--- config.mk ---
export PLATFORM = sky130hd
export DESIGN_NAME = cache_fill_fsm
export DESIGN_NICKNAME = d
export VERILOG_FILES = /design/src/cache_pkg.sv /design/src/cache_fill_fsm.sv
export SDC_FILE = /design/constraint.sdc
export NUM_CORES = 1
export LEC_CHECK = 0
export BUFFER_PORTS_ARGS = -buffer_cell sky130_fd_sc_hd__buf_2
export CORE_MARGIN = 10
export CORE_UTILIZATION = 28
export DETAILED_ROUTE_END_ITERATION = 6
export GPL_ROUTABILITY_DRIVEN = 0
export HOLD_SLACK_MARGIN = 0.02
export PLACE_DENSITY = 0.76
export SLEW_MARGIN = 20
export SYNTH_ARGS = -nofsm -noshare
export SYNTH_HDL_FRONTEND = slang
export SYNTH_SLANG_ARGS = --single-unit
export TNS_END_PERCENT = 50
--- constraint.sdc ---
create_clock -name clk -period 1.7 [get_ports clk]
set_clock_uncertainty 0.2 [all_clocks]
set_input_delay 0.085 -clock clk [delete_from_list [all_inputs] [get_ports clk]]
set_output_delay 0.085 -clock clk [all_outputs]
set_load 0.05 [all_outputs]
--- src/cache_pkg.sv ---
`default_nettype none

package cache_pkg;

	// cache geometry, 2 KB direct mapped
	localparam int NUM_LINES       = 128;
	localparam int WORDS_PER_BLOCK = 8;

	// address split: tag | index | offset | unused byte bit
	localparam int TAG_W    = 5;
	localparam int INDEX_W  = 7;
	localparam int OFFSET_W = 3;

	// byte address from the processor
	typedef logic [15:0] addr_t;

	// one 16-bit data word
	typedef logic [15:0] word_t;

	// address bits 15..11
	typedef logic [TAG_W-1:0] tag_t;

	// address bits 10..4
	typedef logic [INDEX_W-1:0] index_t;

	// address bits 3..1, word inside a block
	typedef logic [OFFSET_W-1:0] offset_t;

	// holds 0 up to a full block of words
	typedef logic [$clog2(WORDS_PER_BLOCK+1)-1:0] fill_count_t;

	// block fill sequence
	typedef enum logic [1:0] {
		idle,
		wait_grant,
		filling,
		finish
	} fill_state_t;

endpackage

`default_nettype wire

--- src/cache_fill_fsm.sv ---
`timescale 1ns/1ps
`default_nettype none

module cache_fill_fsm
	import cache_pkg::*;
(
	input  wire         clk,
	input  wire         rst_n,
	input  addr_t       miss_address,
	input  wire         miss_detected,
	input  wire         service,
	input  wire         memory_data_valid,
	input  wire         issue_done,
	input  wire         fill_done,
	input  fill_count_t returned_count,
	output logic        fsm_busy,
	output addr_t       memory_address,
	output offset_t     offset,
	output logic        write_data_array,
	output logic        write_tag_array,
	output logic        counter_clear,
	output logic        counter_issue,
	output logic        counter_ret
);

	fill_state_t state;
	fill_state_t state_next;
	// word number of the next request to memory
	offset_t issue_word;

	// state register
	always_ff @(posedge clk or negedge rst_n) begin
		if (!rst_n)
			state <= idle;
		else
			state <= state_next;
	end

	always_comb begin
		state_next = state;
		case (state)
			idle:       if (miss_detected) state_next = wait_grant;
			// arbiter may hold off the grant for a while
			wait_grant: if (service) state_next = filling;
			filling:    if (fill_done) state_next = finish;
			// tag is written, give the lookup one cycle to see it
			finish:     state_next = idle;
			default:    state_next = idle;
		endcase
	end

	// request pointer, walks offset 0..7
	always_ff @(posedge clk or negedge rst_n) begin
		if (!rst_n)
			issue_word <= '0;
		else if (state == idle)
			issue_word <= '0;
		else if (counter_issue)
			issue_word <= issue_word + 1'b1;
	end

	assign fsm_busy = (state != idle);

	// counters restart for every fill
	assign counter_clear = (state == idle);
	assign counter_issue = (state == filling) && !issue_done;
	assign counter_ret   = (state == filling) && memory_data_valid;

	// tag and index come from the held miss address
	assign memory_address = {miss_address[15:OFFSET_W+1], issue_word, 1'b0};

	// returns are in order, so the return count picks the slot
	assign offset = returned_count[OFFSET_W-1:0];

	assign write_data_array = counter_ret;
	// line becomes valid together with its last word
	assign write_tag_array  = (state == filling) && fill_done;

	// every returned word lands in the array and nothing else does
	a_wr_with_valid: assert property (@(posedge clk) disable iff (!rst_n)
		write_data_array == memory_data_valid);

endmodule

`default_nettype wire

==> Flow_metrics.wiki <==
{| class="wikitable"
! Metric !! Value
|-
| Xor and xnor area share after synthesis || 3.95%
|-
| Worst setup SP type || flip-flop
|-
| Total core area || 1510 um2
|-
| Post-Synth Simple-Gate Area || 9.60%
|-
| Worst Setup SP || state[0]$_DFFE_PN0P_
|-
| Compound-gate portion of the synthesized area || 2.26%
|-
| Number of nets in the layout || 103
|-
| Instance count of the mapped netlist || 48
|-
| Post-synthesis average cell area || 9.23 um2
|-
| Antenna violation net count after detailed routing || 0
|-
| Crit path max fanout || 4
|-
| Hold violation count in the final report || 0
|-
| Violated checks || negative setup slack
|-
| Worst reg2reg setup slack || -0.03 ns
|-
| Total design power || around 0.0012 W
|-
| Die span in y || between 50 and 60 um
|-
| Setup Total Neg Slack || -0.0250 ns
|-
| Final count of negative-setup-slack endpoints || 1
|-
| Root buffer selected by CTS || clkbuf_4
|-
| H-tree levels || 1
|-
| Die width || roughly 60 um
|-
| Largest delay share family, worst path || compound AO/OA/AOI/OAI gates
|-
| Main synth FF type || dfrtp_1
|-
| Area leader, netlist || buf_4
|-
| Number of flops mapped to enable cells by yosys || 0
|-
| Final critical path time including I/O delays and setup || between 1.5 and 2 ns
|-
| Yosys warning total || 0
|-
| Multi-input logic area || 195 um2
|-
| Cell Count, Final, Fillers Out || between 80 and 90
|-
| Clock Pin Slew Worst Setup and Hold Paths || 0.04 ns
|-
| Worst min path class || input pin to flip-flop
|-
| Via count of the first global-routing pass || ~380
|-
| Critical register-to-register path endpoint || state[1]$_DFFE_PN0P_
|-
| Synth async-reset ratio || 100%
|-
| Required time at the worst-slack endpoint || around 1.6 ns
|-
| Number of antenna violations at the first check in global routing || 0
|-
| Multiplexer area fraction after synthesis || a little over 7%
|-
| Setup repair after global routing missed its margin || yes
|-
| Final count of pins violating max slew || 0
|-
| Synth Area in Adders || 14.1%
|-
| Standard cell with the maximum stage delay on the critical path || a222oi_1
|-
| Yosys top cell area share || 28.8%
|-
| Pin slew with the least headroom to its limit || around 0.5 ns
|-
| Leading post-synthesis cells by cell area || buf_4 29%, dfrtp_1 28%, ha_1 14%, inv_1 5.1%, mux2i_1 4.5%
|-
| Global-route wire length before repair || 1690 um
|-
| Arrival time of the worst setup path || 1.64 ns
|-
| Critical path depth in cells || 4
|-
| Fraction of final layout cells with drive strength greater than 1 || 41.4%
|-
| Average wire per standard cell || 13.7 um
|-
| Post-synth design cell area || 443 um2
|-
| GRT Residual Overflow || 0
|-
| CP Cell Sequence || inv_2 -> ha_2 -> a222oi_1 -> mux2_1
|-
| Flop and latch count out of synthesis || 5
|-
| TritonCTS clock tree || done
|-
| Largest net degree at the start of global routing || 7
|-
| Startpoint-to-endpoint class of the critical path || flip-flop to flip-flop
|-
| Least setup slack across all paths after layout || -0.0250 ns
|-
| Number of core rows || 14
|-
| Die footprint || 3570 um2
|-
| Total half-perimeter wirelength after legalization and detailed placement || about 820 um
|-
| IR drop worst, VDD || 0.000604 V
|-
| Detailed Route Iter0 Violations || 3
|-
| Final wirelength || 1180 um
|-
| List of most frequent post-synthesis cells || 17 x buf_4, 6 x inv_1, 5 x dfrtp_1, 5 x ha_1, 4 x nor2_1
|-
| Total inserted antenna cells || 0
|-
| Element type at the critical path end || flip-flop
|-
| Post-synthesis sequential area ratio || between 20% and 30%
|-
| TritonRoute pass-1 iters || 4
|-
| Filler instances || around 140
|-
| Number of violations of the max-capacitance limit || 0
|-
| Number of buffers added by the clock tree synthesis step || 3
|-
| Quantity of I/O buffers inserted on ports || 15
|-
| Stage delay of the slowest cell on the critical path || roughly 0.42 ns
|-
| Most instantiated library cell after synthesis || buf_4
|-
| Maximum clock path buffer count || 2
|-
| Core occupancy in the finished layout || 45.8%
|-
| Source-to-sink clock delay at the later pin of the worst-skew pair || ~0.23 ns
|-
| Distinct cell type count of the synthesized netlist || 15
|-
| Endpoint of the worst setup timing path || state[1]$_DFFE_PN0P_
|-
| Number of buffers and inverters on the critical path || 1
|-
| Fmax achieved || 0.580 GHz
|-
| Syn Nets || 80
|-
| Period Utilization, post-route || 101%
|-
| Area growth from synthesis to layout || 55.6%
|-
| Starting density of the core || about 29%
|-
| Routed vias || about 360
|-
| Pwr dens || 1760 nW/um2
|-
| Number of clock sinks seen by CTS || 5
|-
| Avg Vias per Cell || 4.23
|-
| Status || complete, but fails checks
|-
| Dominant combinational cell family by area after synthesis || buffers and inverters
|-
| Post-route DRC violation count || 0
|-
| Max transition margin || 66.0%
|-
| Top-level I/O count || 52
|-
| Number of cells in the design after placement || 64
|-
| Seq. cell area || roughly 130 um2
|-
| Crit Reg-Reg Startpoint || state[0]$_DFFE_PN0P_
|-
| Cell leakage power || ~0.35 nW
|-
| Worst r2r path cells || 4
|-
| Global routing usage summed across all routing layers || 5.97%
|}
where the power goes:
part / internal [W] / switching, W / total [W]
Combinational: 0.000321 / 0.000552 / 0.000872
Sequential: 0.000169 / 0.0000415 / 0.000211
Clock: 0.0000885 / 0.0000449 / 0.000133
Total: 0.000578 / 0.000638 / 0.00122
per-layer routing:
layer	up-vias	share of wire, %	global-route usage [%]
met5	-	0	0
met4	0	0	0.962
met3	0	21	4.66
met2	31	46	10.7
met1	158	32	5.16
li1	175	-	-
final cells by class:
type                    instances  share of cell area [%]
flip-flops and latches          5                    18.1
well taps                      16                    2.90
repair buffers                 35                    43.6
clock buffers                   4                    3.81
inverters                       6                    3.27
multi-input cells              20                    28.3
kinds of logic (layout without fill, tap and decap cells):
logic type	Yosys count	count (layout)
compound gates	1	1
xor+xnor	2	2
fa+ha+maj	5	5
buf+inv	23	45
flops	5	5
mux	3	3
other cells	1	1
simple gates	8	8
flip-flops by register name (all words and copies together) (netlist names):
signal and cells:
issue_word 3, state 2
worst min-delay path, delay by kind of cell:
kind,cells,cell delay [ns]
AND/OR/NAND/NOR,2,0.10
XOR/XNOR,1,0.12
buffers and inverters,1,0.11
layout by cell type, fill, tap and decap left out, drive strengths merged, types with 2 or more instances in the layout:
cell / n
and2: 2
buf: 18
clkbuf: 4
dfrtp: 5
dlygate4sd3: 17
ha: 5
inv: 6
mux2i: 2
nor2: 4
stage by stage:
step | hold slack, ns | worst slack (ns) | area (um2)
finish | 0.0194 | -0.0250 | 689
global route | 0.0443 | -0.129 | 689
CTS | 0.0240 | -0.0355 | 657
detailed placement | -0.298 | -0.0251 | 448
global placement | -0.300 | 0.000618 | 448
floorplan | -0.411 | -0.000858 | 465
worst min path at each step:
stage | startpoint | endpoint | slack (ns) | depth (start not counted)
2_1_floorplan | rst_n | issue_word[0]$_DFFE_PN0P_ | -0.41 | 0
3_3_place_gp | rst_n | state[0]$_DFFE_PN0P_ | -0.30 | 1
3_5_place_dp | rst_n | issue_word[0]$_DFFE_PN0P_ | -0.30 | 1
4_1_cts | issue_done | issue_word[0]$_DFFE_PN0P_ | 0.02 | 4
5_1_grt | issue_done | issue_word[0]$_DFFE_PN0P_ | 0.04 | 4
6_report | issue_done | issue_word[0]$_DFFE_PN0P_ | 0.02 | 4
repair_timing:
action | CTS | global route
setup buffers | 0 | 1
hold buffers | 17 | 0
endpoints found under the hold margin | 20 | 0
endpoints found under the setup margin | 6 | 6
resized for setup | 4 | 11
pin swaps | 0 | 1
(Power assumes the default switching activity.)
