==> src/cache_pkg.sv <==
`default_nettype none

package cache_pkg;

	// cache geometry, 2 KB direct mapped
	localparam int NUM_LINES       = 128;
	localparam int WORDS_PER_BLOCK = 8;

	// address split: tag | index | offset | unused byte bit
	localparam int TAG_W    = 5;
	localparam int INDEX_W  = 7;
	localparam int OFFSET_W = 3;

	// byte address from the processor
	typedef logic [15:0] addr_t;

	// one 16-bit data word
	typedef logic [15:0] word_t;

	// address bits 15..11
	typedef logic [TAG_W-1:0] tag_t;

	// address bits 10..4
	typedef logic [INDEX_W-1:0] index_t;

	// address bits 3..1, word inside a block
	typedef logic [OFFSET_W-1:0] offset_t;

	// holds 0 up to a full block of words
	typedef logic [$clog2(WORDS_PER_BLOCK+1)-1:0] fill_count_t;

	// block fill sequence
	typedef enum logic [1:0] {
		idle,
		wait_grant,
		filling,
		finish
	} fill_state_t;

endpackage

`default_nettype wire

==> src/fill_word_counter.sv <==
`timescale 1ns/1ps
`default_nettype none

module fill_word_counter
	import cache_pkg::*;
(
	input  wire         clk,
	input  wire         rst_n,
	input  wire         clear,
	input  wire         issue,
	input  wire         ret,
	output fill_count_t issued_count,
	output fill_count_t returned_count,
	output logic        issue_done,
	output logic        fill_done
);

	localparam fill_count_t FULL = fill_count_t'(WORDS_PER_BLOCK);

	// all requests of the block are out
	assign issue_done = (issued_count == FULL);
	// last word is on the bus this cycle
	assign fill_done = ret && (returned_count == FULL - 1'b1);

	// both counters saturate at a full block
	always_ff @(posedge clk or negedge rst_n) begin
		if (!rst_n) begin
			issued_count   <= '0;
			returned_count <= '0;
		end else if (clear) begin
			issued_count   <= '0;
			returned_count <= '0;
		end else begin
			if (issue && !issue_done)
				issued_count <= issued_count + 1'b1;
			if (ret && returned_count != FULL)
				returned_count <= returned_count + 1'b1;
		end
	end

	// memory can only answer what was asked
	a_ret_le_issue: assert property (@(posedge clk) disable iff (!rst_n)
		returned_count <= issued_count);

endmodule

`default_nettype wire

==> config.mk <==
export PLATFORM = sky130hd
export DESIGN_NAME = fill_word_counter
export DESIGN_NICKNAME = d
export VERILOG_FILES = /design/src/cache_pkg.sv /design/src/fill_word_counter.sv
export SDC_FILE = /design/constraint.sdc
export NUM_CORES = 1
export LEC_CHECK = 0
export ABC_CLOCK_PERIOD_IN_PS = 1580
export BUFFER_PORTS_ARGS = -buffer_cell sky130_fd_sc_hd__buf_2
export CORE_MARGIN = 2
export CORE_UTILIZATION = 30
export CTS_CLUSTER_SIZE = 24
export DETAILED_ROUTE_END_ITERATION = 10
export PLACE_DENSITY = 0.49
export SLEW_MARGIN = 20
export SYNTH_ARGS = -nofsm -noshare
export SYNTH_HDL_FRONTEND = slang
export SYNTH_SLANG_ARGS = --single-unit
==> constraint.sdc <==
create_clock -name clk -period 1.58 [get_ports clk]
set_clock_uncertainty 0.2 [all_clocks]
set_input_delay 0.395 -clock clk [delete_from_list [all_inputs] [get_ports clk]]
set_output_delay 0.395 -clock clk [all_outputs]
set_load 0.01 [all_outputs]
==> results of run 1 <==
==> cells in the final DEF (no fill, tap or decap), drive strengths merged, types with 3 or more instances in the layout <==
cell type / synthesis / layout
inv: 4 / 4
buf: 1 / 21
nand2b: 4 / 4
clkbuf: 0 / 3
dfrtp: 8 / 8
ha: 4 / 4
nand2: 6 / 6
nor2: 7 / 7
==> what timing repair did <==
item | 4_1_cts | 5_1_grt
hold buffers | 1 | 0
setup buffers | 4 | 3
endpoints found under the hold margin | 8 | 0
setup endpoints to repair | 2 | 5
gates resized for setup | 8 | 8
pin swaps | 5 | 4
==> per-layer routing <==
| metal | vias up | global-route usage (%) | wire (um) |
|---|---|---|---|
| met4 | 0 | 5.45 | 21 |
| met1 | 184 | 14.3 | 425 |
| li1 | 212 | - | - |
| met5 | - | 0 | 0 |
| met2 | 8 | 19.7 | 450 |
| met3 | 4 | 7.50 | 47 |
==> synth_stat cells <==
| cell | count |
|---|---|
| nand2b_1 | 4 |
| inv_1 | 4 |
| nor3b_1 | 1 |
| mux2_4 | 2 |
| a21oi_1 | 2 |
| ha_1 | 4 |
| o21a_1 | 2 |
| nand4_1 | 2 |
| mux2i_1 | 2 |
| buf_2 | 1 |
| xor2_1 | 2 |
| nand2_1 | 6 |
| or3b_1 | 2 |
| dfrtp_1 | 8 |
| nor2_1 | 7 |
==> power by group <==
part	leakage [nW]	switching (mW)	internal (mW)
registers	0.109	0.00676	0.215
logic	0.232	0.0552	0.0575
clock network	0.0138	0.0717	0.0871
==> cell families (layout without fill, tap and decap cells) <==
logic type | after synthesis | count (layout)
AOI/OAI and AO/OA | 4 | 4
xor gates and xnor gates | 2 | 2
adders and majority gates | 4 | 4
buffers and inverters | 5 | 29
DFF | 8 | 8
muxes | 4 | 4
and+or+nand+nor | 22 | 22
==> state kept, by name, indices dropped and copies added, names as in the netlist <==
register,count
returned_count,4
issued_count,4
==> layout make-up <==
class / count / share of cell area, %
flip-flops and latches: 8 / 28.8
repair buffers: 22 / 19.6
clock buffers: 3 / 3.24
well taps: 16 / 2.88
multi-input cells: 36 / 43.0
inverters: 4 / 2.52
==> stage by stage <==
step	instance area (um2)	utilization (%)	cells	setup TNS (ns)	setup WS, ns
floorplan	474	-	49	0	0.0112
global placement	574	38.6	80	0	0.0222
detailed placement	574	38.6	80	0	0.00530
CTS	662	44.5	88	-0.363	-0.174
global route	696	46.7	89	-0.511	-0.216
finish	696	46.7	89	-0.271	-0.131
==> path summary, 6_finish.rpt <==
path	startpoint	end	slack (ns)	depth (start not counted)
worst max-delay path	returned_count[0]	fill_done	-0.13	4
worst min-delay path	clear	issued_count[2]	0.24	2
worst max register to register	returned_count[0]	returned_count[0]	-0.02	6
worst min register to register	issued_count[2]	issued_count[2]	0.39	2
max in group asynchronous	rst_n	returned_count[2]	0.70	2
min in group asynchronous	rst_n	issued_count[1]	0.30	2
==> critical path: cells and delay by family (launching register included) <==
| kind | cells | cell delay (ns) |
|---|---|---|
| adder cells (fa/ha/maj) | 1 | 0.17 |
| AND/OR/NAND/NOR | 2 | 0.18 |
| flip-flops | 1 | 0.35 |
| buffers and inverters | 1 | 0.14 |
==> flow_metrics.env, run 1 <==
export IMPL_first_global_vias=402
export IMPL_dr_pass1_iters=4
export IMPL_crit_path_cell_trace="ha_2 -> nand2_2 -> nor3b_2 -> buf_2"
export IMPL_gr_total_overflow=0
export IMPL_area_growth_pct=46.7
export IMPL_cap_viol_max_count=0
export IMPL_initial_core_util_pct=31.8
export IMPL_worstMarginPinSlew_ns=0.192
export IMPL_final_layout_size_suffix_gt1_share_pct=50.7
export IMPL_grt_max_degree=13
export IMPL_power_density_nw_per_um2=709
export IMPL_slowest_delay_ns=0.35
export IMPL_synth_top_area_share_pct=42.2
export IMPL_synthXorXnorAreaFrac_pct=3.69
export IMPL_vias_per_cell=4.58
export IMPL_finalPower_uw=493
export IMPL_avgSynthCellArea_um2=9.68
export IMPL_synth_top_family_by_area="simple AND/OR/NAND/NOR gates"
export IMPL_ys_seq_area_share_pct=42.2
export IMPL_vias=408
export IMPL_fp_dieArea_um2=1910
export IMPL_placementRows=14
export IMPL_holdCritPathClass="in2reg"
export IMPL_synth_mux_area_share_pct=10.6
export IMPL_start_kind="flip-flop"
export IMPL_antenna_found_initial=0
export IMPL_status="finished with violations"
export IMPL_layout_nets=84
export IMPL_fp_dieW_um=43.8
export IMPL_yosys_warnings=0
export IMPL_clkTransAtPathRegs_ns=0.06
export IMPL_htree_num_levels=1
export IMPL_register_area_um2=200
export IMPL_finalCritPeriodShare_pct=108
export IMPL_grt_first_pass_wirelength_mm=1.71
export IMPL_slew_limit_headroom_pct=87.2
export IMPL_gp_congestion=0.715
export IMPL_cp_slowest_cell="dfrtp_1"
export IMPL_cts_root_buf="clkbuf_4"
export IMPL_vdd_ir_drop_max_mv=0.483
export IMPL_multiInputGateArea_um2=299
export IMPL_grt_usage_pct=12.8
export IMPL_dpl_hpwl_um=684
export IMPL_clk_latency_ns=0.26
export IMPL_drc=0
export IMPL_ys_seq_elements=8
export IMPL_synth_largest_area_cell="dfrtp_1"
export IMPL_dr_first_iter_drc_count=5
export IMPL_power_leakage_nw=0.354
export IMPL_n_antenna_cell=0
export IMPL_worstSetupPathType="reg2out"
export IMPL_postSynthCellCount=49
export IMPL_rsz0062_at_grt="yes"
export IMPL_wl_um=945
export IMPL_nFillCells=155
export IMPL_synth_compound_area_share_pct=5.28
export IMPL_finalHoldViolCount=0
export IMPL_synth_cell_types=15
export IMPL_die_h_um=43.8
export IMPL_clock_path_buffers=2
export IMPL_end_kind="output port"
export IMPL_routedWlPerCell_um=10.6
export IMPL_fin_crit_ns=1.71
export IMPL_core_region_area_um2=1490
export IMPL_cp_required_ns=0.98
export IMPL_ioPinCount=15
export IMPL_setup_viol=3
export IMPL_io_buffers=14
export IMPL_slew_violations=0
export IMPL_cts_tree="yes"
export IMPL_synth_area_leaders="dfrtp_1 (42%), ha_1 (11%), mux2_4 (6.3%)"
export IMPL_ant_nets=0
export IMPL_synthSimpleGateAreaFrac_pct=23.5
export IMPL_arrival_ns=1.12
export IMPL_yosys_area_share_adder_pct=10.6
export IMPL_crit_path_max_fanout=2
export IMPL_synth_area_um2=474
export IMPL_failed_checks="negative setup slack"
export IMPL_worst_slack_ns=-0.131
export IMPL_clock_sinks=8
export IMPL_worst_hold_slack_ns=0.238
export IMPL_fmax_mhz=584
export IMPL_synthesis_nets=58
export IMPL_cts_buffers=3
Note: power is estimated with default switching activity, not from simulation.
==> run 2: changes to the inputs <==
--- a/config.mk
+++ b/config.mk
@@ -5,13 +5,13 @@
 export SDC_FILE = /design/constraint.sdc
 export NUM_CORES = 1
 export LEC_CHECK = 0
-export ABC_CLOCK_PERIOD_IN_PS = 1580
+export ABC_CLOCK_PERIOD_IN_PS = 1400
 export BUFFER_PORTS_ARGS = -buffer_cell sky130_fd_sc_hd__buf_2
 export CORE_MARGIN = 2
 export CORE_UTILIZATION = 30
 export CTS_CLUSTER_SIZE = 24
 export DETAILED_ROUTE_END_ITERATION = 10
-export PLACE_DENSITY = 0.49
+export PLACE_DENSITY = 0.51
 export SLEW_MARGIN = 20
 export SYNTH_ARGS = -nofsm -noshare
 export SYNTH_HDL_FRONTEND = slang
==> constraint.sdc (replaced) <==
create_clock -name clk -period 1.4 [get_ports clk]
set_clock_uncertainty 0.2 [all_clocks]
set_input_delay 0.35 -clock clk [delete_from_list [all_inputs] [get_ports clk]]
set_output_delay 0.35 -clock clk [all_outputs]
set_load 0.01 [all_outputs]
==> run 2 against run 1 <==
  * The flow still finishes with violations (negative setup slack)
  * Via count grew 19%
  * Setup slack lost 0.20 ns
  * Cell count is 20% higher
  * Global-route usage grew 2.5 points
  * Register-to-register slack worse by 0.18 ns
  * Sequential power grew 14%
  * Clock power rose by 9%
  * Core utilization increased by 16 points
  * Flip-flop and latch count unchanged
  * Sequential share of layout area decreased by 7.1 points
  * Critical path depth stayed put
  * Worst hold slack worse by 0.038 ns
  * Critical path type unchanged
  * Largest cell class is now buffers
==> flow_metrics.env, run 2 (synthesized netlist as in run 1, its figures left out) <==
export IMPL_cts_tree="yes"
export IMPL_placementRows=14
export IMPL_io_buffers=14
export IMPL_end_kind="output port"
export IMPL_slowest_delay_ns=0.38
export IMPL_reg_largest_list="issued_count x4, returned_count x4"
export IMPL_clk_latency_ns=0.25
export IMPL_fp_dieArea_um2=1910
export IMPL_cts_buffers=3
export IMPL_clkTransAtPathRegs_ns=0.05
export IMPL_wl_mm=1.32
export IMPL_finalHoldViolCount=0
export IMPL_slew_violations=0
export IMPL_mostFrequentLayoutCells="buf_6 (17), buf_4 (14), buf_2 (8)"
export IMPL_gr_total_overflow=0
export IMPL_first_global_vias=467
export IMPL_grt_max_degree=13
export IMPL_drc=0
export IMPL_clock_path_buffers=2
export IMPL_vias=484
export IMPL_worstMarginPinSlew_ns=0.223
export IMPL_worst_slack_ns=-0.332
export IMPL_dr_pass1_iters=3
export IMPL_mostFrequentLayoutCell="buf_6"
export IMPL_finalPower_uw=650
export IMPL_worst_hold_slack_ns=0.200
export IMPL_cap_viol_max_count=0
export IMPL_ant_nets=0
export IMPL_rsz0062_at_grt="yes"
export IMPL_status="finished with violations"
export IMPL_dr_first_iter_drc_count=4
export IMPL_antenna_found_initial=0
export IMPL_htree_num_levels=1
export IMPL_fin_crit_ns=1.73
export IMPL_final_layout_size_suffix_gt1_share_pct=68.1
export IMPL_clock_sinks=8
export IMPL_nFillCells=119
export IMPL_power_leakage_nw=0.457
export IMPL_final_util_pct=62.8
export IMPL_die_h_um=43.8
export IMPL_fmax_mhz=577
export IMPL_cp_required_ns=0.85
export IMPL_vdd_ir_drop_max_mv=0.493
export IMPL_initial_core_util_pct=31.8
export IMPL_layout_nets=102
export IMPL_fp_dieW_um=43.8
export IMPL_grt_first_pass_wirelength_mm=2.09
export IMPL_dp_slack_ns=-0.113
export IMPL_dpl_hpwl_um=704
export IMPL_failed_checks="negative setup slack"
export IMPL_start_kind="flip-flop"
export IMPL_vias_per_cell=4.52
export IMPL_setup_viol=13
export IMPL_holdCritPathClass="in2reg"
export IMPL_worstSetupPathType="reg2out"
export IMPL_power_density_nw_per_um2=696
export IMPL_cts_root_buf="clkbuf_4"
export IMPL_grt_usage_pct=15.3
export IMPL_arrival_ns=1.18
export IMPL_slew_limit_headroom_pct=85.1
export IMPL_crit_path_cell_trace="ha_2 -> nand2_2 -> nor3b_2 -> buf_2"
export IMPL_routedWlPerCell_um=12.3
export IMPL_finalCritPeriodShare_pct=124
export IMPL_core_region_area_um2=1490
export IMPL_n_antenna_cell=0
export IMPL_ioPinCount=15
export IMPL_area_growth_pct=97.1
export IMPL_gp_congestion=0.663
export IMPL_cp_slowest_cell="dfrtp_1"
export IMPL_crit_path_max_fanout=2
## run 2: cell count changes in the layout (fill, tap and decap cells not counted), sizes merged
cell	change
buf	+18
## run 2: what timing repair did
action | CTS | global route
hold endpoints to repair | 8 | 0
hold buffers | 1 | 0
resized for setup | 30 | 12
pin swaps | 8 | 7
buffers inserted | 18 | 7
endpoints found under the setup margin | 11 | 15
## run 2: per-layer routing
layer	GRT usage, %	share of wire (%)	vias to the layer above
met2	24.1	47	9
met1	18.8	49	225
li1	-	-	248
met5	0	0	-
met4	6.67	0.61	0
met3	5.42	3.2	2
## run 2: worst paths after layout
path / startpoint / end / slack (ns) / cells after the start
min in group asynchronous: rst_n / issued_count[2] / 0.27 / 2
setup reg to reg: issued_count[0] / issued_count[0] / -0.20 / 6
hold reg to reg: issued_count[3] / issued_count[3] / 0.43 / 2
hold / removal: clear / issued_count[2] / 0.20 / 2
setup / recovery: returned_count[1] / fill_done / -0.33 / 4
max in group asynchronous: rst_n / returned_count[3] / 0.54 / 2
## run 2: through the flow
step / area [um2] / std cells / setup TNS (ns)
floorplan: 479 / 49 / -0.486
global placement: 624 / 86 / -0.346
detailed placement: 624 / 86 / -0.393
CTS: 878 / 104 / -1.94
global route: 935 / 107 / -2.31
finish: 935 / 107 / -1.76
## run 2: area by class of cell
cell class,instances,area (um2),share of cell area [%]
Clock buffer,3,22.5,2.41
Tap cell,16,20.0,2.14
Inverter,4,17.5,1.87
Multi-Input combinational cell,36,325,34.8
Timing Repair Buffer,40,347,37.1
Sequential cell,8,203,21.7
## run 2: where the power goes
| part | leakage [nW] | internal [mW] | switching [mW] |
|---|---|---|---|
| clock network | 0.0138 | 0.0980 | 0.0764 |
| registers | 0.105 | 0.243 | 0.0108 |
| logic | 0.338 | 0.136 | 0.0862 |
## run 2: critical path, delay by kind of cell, from the launching register on
family | cells | cell delay, ns
and+or+nand+nor | 2 | 0.21
adders and majority gates | 1 | 0.19
DFF | 1 | 0.38
buffers and inverters | 1 | 0.15
==> run 3: changes to the inputs <==
--- a/config.mk
+++ b/config.mk
@@ -5,13 +5,15 @@
 export SDC_FILE = /design/constraint.sdc
 export NUM_CORES = 1
 export LEC_CHECK = 0
+export ABC_AREA = 1
 export ABC_CLOCK_PERIOD_IN_PS = 1400
 export BUFFER_PORTS_ARGS = -buffer_cell sky130_fd_sc_hd__buf_2
+export CORE_ASPECT_RATIO = 0.8
 export CORE_MARGIN = 2
 export CORE_UTILIZATION = 30
 export CTS_CLUSTER_SIZE = 24
 export DETAILED_ROUTE_END_ITERATION = 10
-export PLACE_DENSITY = 0.51
+export PLACE_DENSITY = 0.5
 export SLEW_MARGIN = 20
 export SYNTH_ARGS = -nofsm -noshare
 export SYNTH_HDL_FRONTEND = slang
==> run 3 against run 2 <==
  * Register-to-register slack gained 0.16 ns
  * Power shrank 0.42%
  * Area after synthesis grew 6.3%
  * First-iteration DRC count grew 50%
  * Count of clock-buffer cells in the layout is the same
  * Highest routed layer unchanged
  * The run still ends with negative setup slack left
  * Flip-flop and latch count is the same
==> flow_metrics.env, run 3 <==
export IMPL_fmax_mhz=607
export IMPL_placementRows=13
export IMPL_wl_mm=1.27
export IMPL_gp_congestion=0.743
export IMPL_synthTopCellsByCount="nand2_1 (17), inv_1 (10), dfrtp_1 (8), nor2_1 (8), nand3_1 (6)"
export IMPL_fp_dieArea_um2=2030
export IMPL_mostFrequentLayoutCells="nand2_1 (14), buf_4 (12), buf_2 (11)"
export IMPL_worstSetupPathType="reg2out"
export IMPL_cp_required_ns=0.85
export IMPL_reg2reg_from="returned_count[0]"
export IMPL_cts_buffers=3
export IMPL_ys_seq_area_share_pct=39.7
export IMPL_synth_cell_types=17
export IMPL_rsz0062_at_grt="yes"
export IMPL_io_buffers=14
export IMPL_yosys_warnings=0
export IMPL_clock_sinks=8
export IMPL_dr_first_iter_drc_count=6
export IMPL_area_growth_pct=65.5
export IMPL_setup_viol=9
export IMPL_vias=527
export IMPL_grt_first_pass_wirelength_mm=1.88
export IMPL_power_density_nw_per_um2=776
export IMPL_initial_core_util_pct=31.6
export IMPL_final_layout_size_suffix_gt1_share_pct=53.1
export IMPL_finalCritPeriodShare_pct=118
export IMPL_first_global_vias=439
export IMPL_mostFrequentLayoutCell="nand2_1"
export IMPL_dr_pass1_iters=4
export IMPL_synth_area_um2=504
export IMPL_synth_edff_count=0
export IMPL_status="finished with violations"
export IMPL_arrival_ns=1.10
export IMPL_worst_slack_ns=-0.246
export IMPL_avgSynthCellArea_um2=7.64
export IMPL_ys_flop_type="dfrtp_1"
export IMPL_synth_largest_area_cell="dfrtp_1"
export IMPL_cts_tree="yes"
export IMPL_ant_nets=0
export IMPL_holdCritPathClass="in2reg"
export IMPL_worstMarginPinSlew_ns=0.189
export IMPL_drc=0
export IMPL_holdPathEnd="returned_count[2]"
export IMPL_placed_area_um2=647
export IMPL_gr_total_overflow=0
export IMPL_fin_crit_ns=1.65
export IMPL_end_kind="output port"
export IMPL_antenna_found_initial=0
export IMPL_postSynthCellCount=66
export IMPL_failed_checks="negative setup slack"
export IMPL_rr_endpoint="returned_count[2]"
export IMPL_whs_path_depth=4
export IMPL_fp_dieW_um=49.8
export IMPL_layout_nets=109
export IMPL_power_leakage_nw=0.441
export IMPL_vdd_ir_drop_max_mv=0.454
export IMPL_synth_area_leaders="dfrtp_1 (40%), nand2_1 (13%), ha_1 (9.9%)"
export IMPL_r2r_cells=8
export IMPL_core_region_area_um2=1590
export IMPL_yosysMostFrequentCell="nand2_1"
export IMPL_slew_limit_headroom_pct=87.4
export IMPL_async_flop_share_pct=100
export IMPL_synthesis_nets=75
export IMPL_fin_cells=120
export IMPL_routedWlPerCell_um=10.6
export IMPL_grt_max_degree=10
export IMPL_stdcell_area_um2=835
export IMPL_slew_violations=0
export IMPL_finalHoldViolCount=0
export IMPL_die_h_um=40.7
export IMPL_ioPinCount=15
export IMPL_start_kind="flip-flop"
export IMPL_ys_seq_elements=8
export IMPL_n_antenna_cell=0
export IMPL_vias_per_cell=4.39
export IMPL_reg2reg_slack_ns=-0.04
export IMPL_synth_top_area_share_pct=39.7
export IMPL_clock_path_buffers=2
export IMPL_hold_path_startpoint="clear"
export IMPL_clk_latency_ns=0.25
export IMPL_htree_num_levels=1
export IMPL_cts_root_buf="clkbuf_4"
export IMPL_finalPower_uw=648
export IMPL_dp_slack_ns=-0.0385
export IMPL_clkTransAtPathRegs_ns=0.05
export IMPL_grt_usage_pct=13.4
export IMPL_cap_viol_max_count=0
export IMPL_dpl_hpwl_um=829
export IMPL_reg_largest_list="issued_count x4, returned_count x4"
export IMPL_place_inst=108
export IMPL_crit_path_max_fanout=2
==> run 3: cell types whose count changed in the layout (fill, tap and decap cells not counted), moves of 3 or more <==
| cell | before | now |
|---|---|---|
| buf_2 | 8 | 11 |
| buf_6 | 17 | 5 |
| inv_2 | 2 | 6 |
| nand2_1 | 2 | 14 |
| inv_1 | 1 | 5 |
| nand3_1 | 0 | 4 |
| nand2b_1 | 4 | 0 |
==> run 3: layout make-up <==
| type | count | area (um2) |
|---|---|---|
| Clock buffer | 3 | 22.5 |
| Timing Repair Buffer | 29 | 211 |
| Sequential cell | 8 | 200 |
| Fill cell | 163 | 759 |
| Tap cell | 22 | 27.5 |
| Multi-Input combinational cell | 45 | 308 |
| Inverter | 13 | 65.1 |
==> run 3: kinds of logic after synthesis <==
group | Yosys count | synth area share, %
compound gates | 4 | 4.22
fa+ha+maj | 4 | 9.93
buf+inv | 13 | 12.4
flops | 8 | 39.7
simple gates | 37 | 33.7
==> run 3: worst max-delay path: stages (launching register included) <==
cell,delay [ns]
dfrtp_1,0.39
inv_2,0.09
ha_4,0.14
nand3_4,0.07
inv_2,0.07
buf_6,0.09
==> run 3: stage by stage <==
step           util, %  TNS [ns]  hold slack (ns)
3_3_place_gp      40.6   -0.0320          0.00706
3_5_place_dp      40.6   -0.0610          0.00410
2_1_floorplan        -         0           -0.146
6_report          52.4    -0.877            0.182
4_1_cts           48.0     -1.02            0.191
5_1_grt           52.4     -1.59            0.213
==> run 3: how the worst max path moves through the flow <==
stage / startpoint / to
2_1_floorplan: returned_count[0] / fill_done
3_3_place_gp: issued_count[1] / issue_done
3_5_place_dp: issued_count[0] / issue_done
4_1_cts: returned_count[1] / fill_done
5_1_grt: issued_count[0] / issue_done
6_report: issued_count[0] / issue_done
==> run 3: report_power, final <==
group          internal [mW]  switching (mW)
combinational          0.111           0.102
sequential             0.247          0.0129
clock                 0.0980          0.0766
==> run 3: routing by layer <==
metal  track usage [%]  routed length (um)
met2              23.0                 657
met1              15.3                 552
met4              4.17                  12
met5                 0                   0
met3              6.57                  48
==> run 3: what timing repair did <==
action	CTS	global route
hold endpoints to repair	8	0
pin swaps	8	9
resized for setup	12	13
setup endpoints to repair	7	17
hold buffers	1	0
setup buffers	5	5
gates cloned	0	0
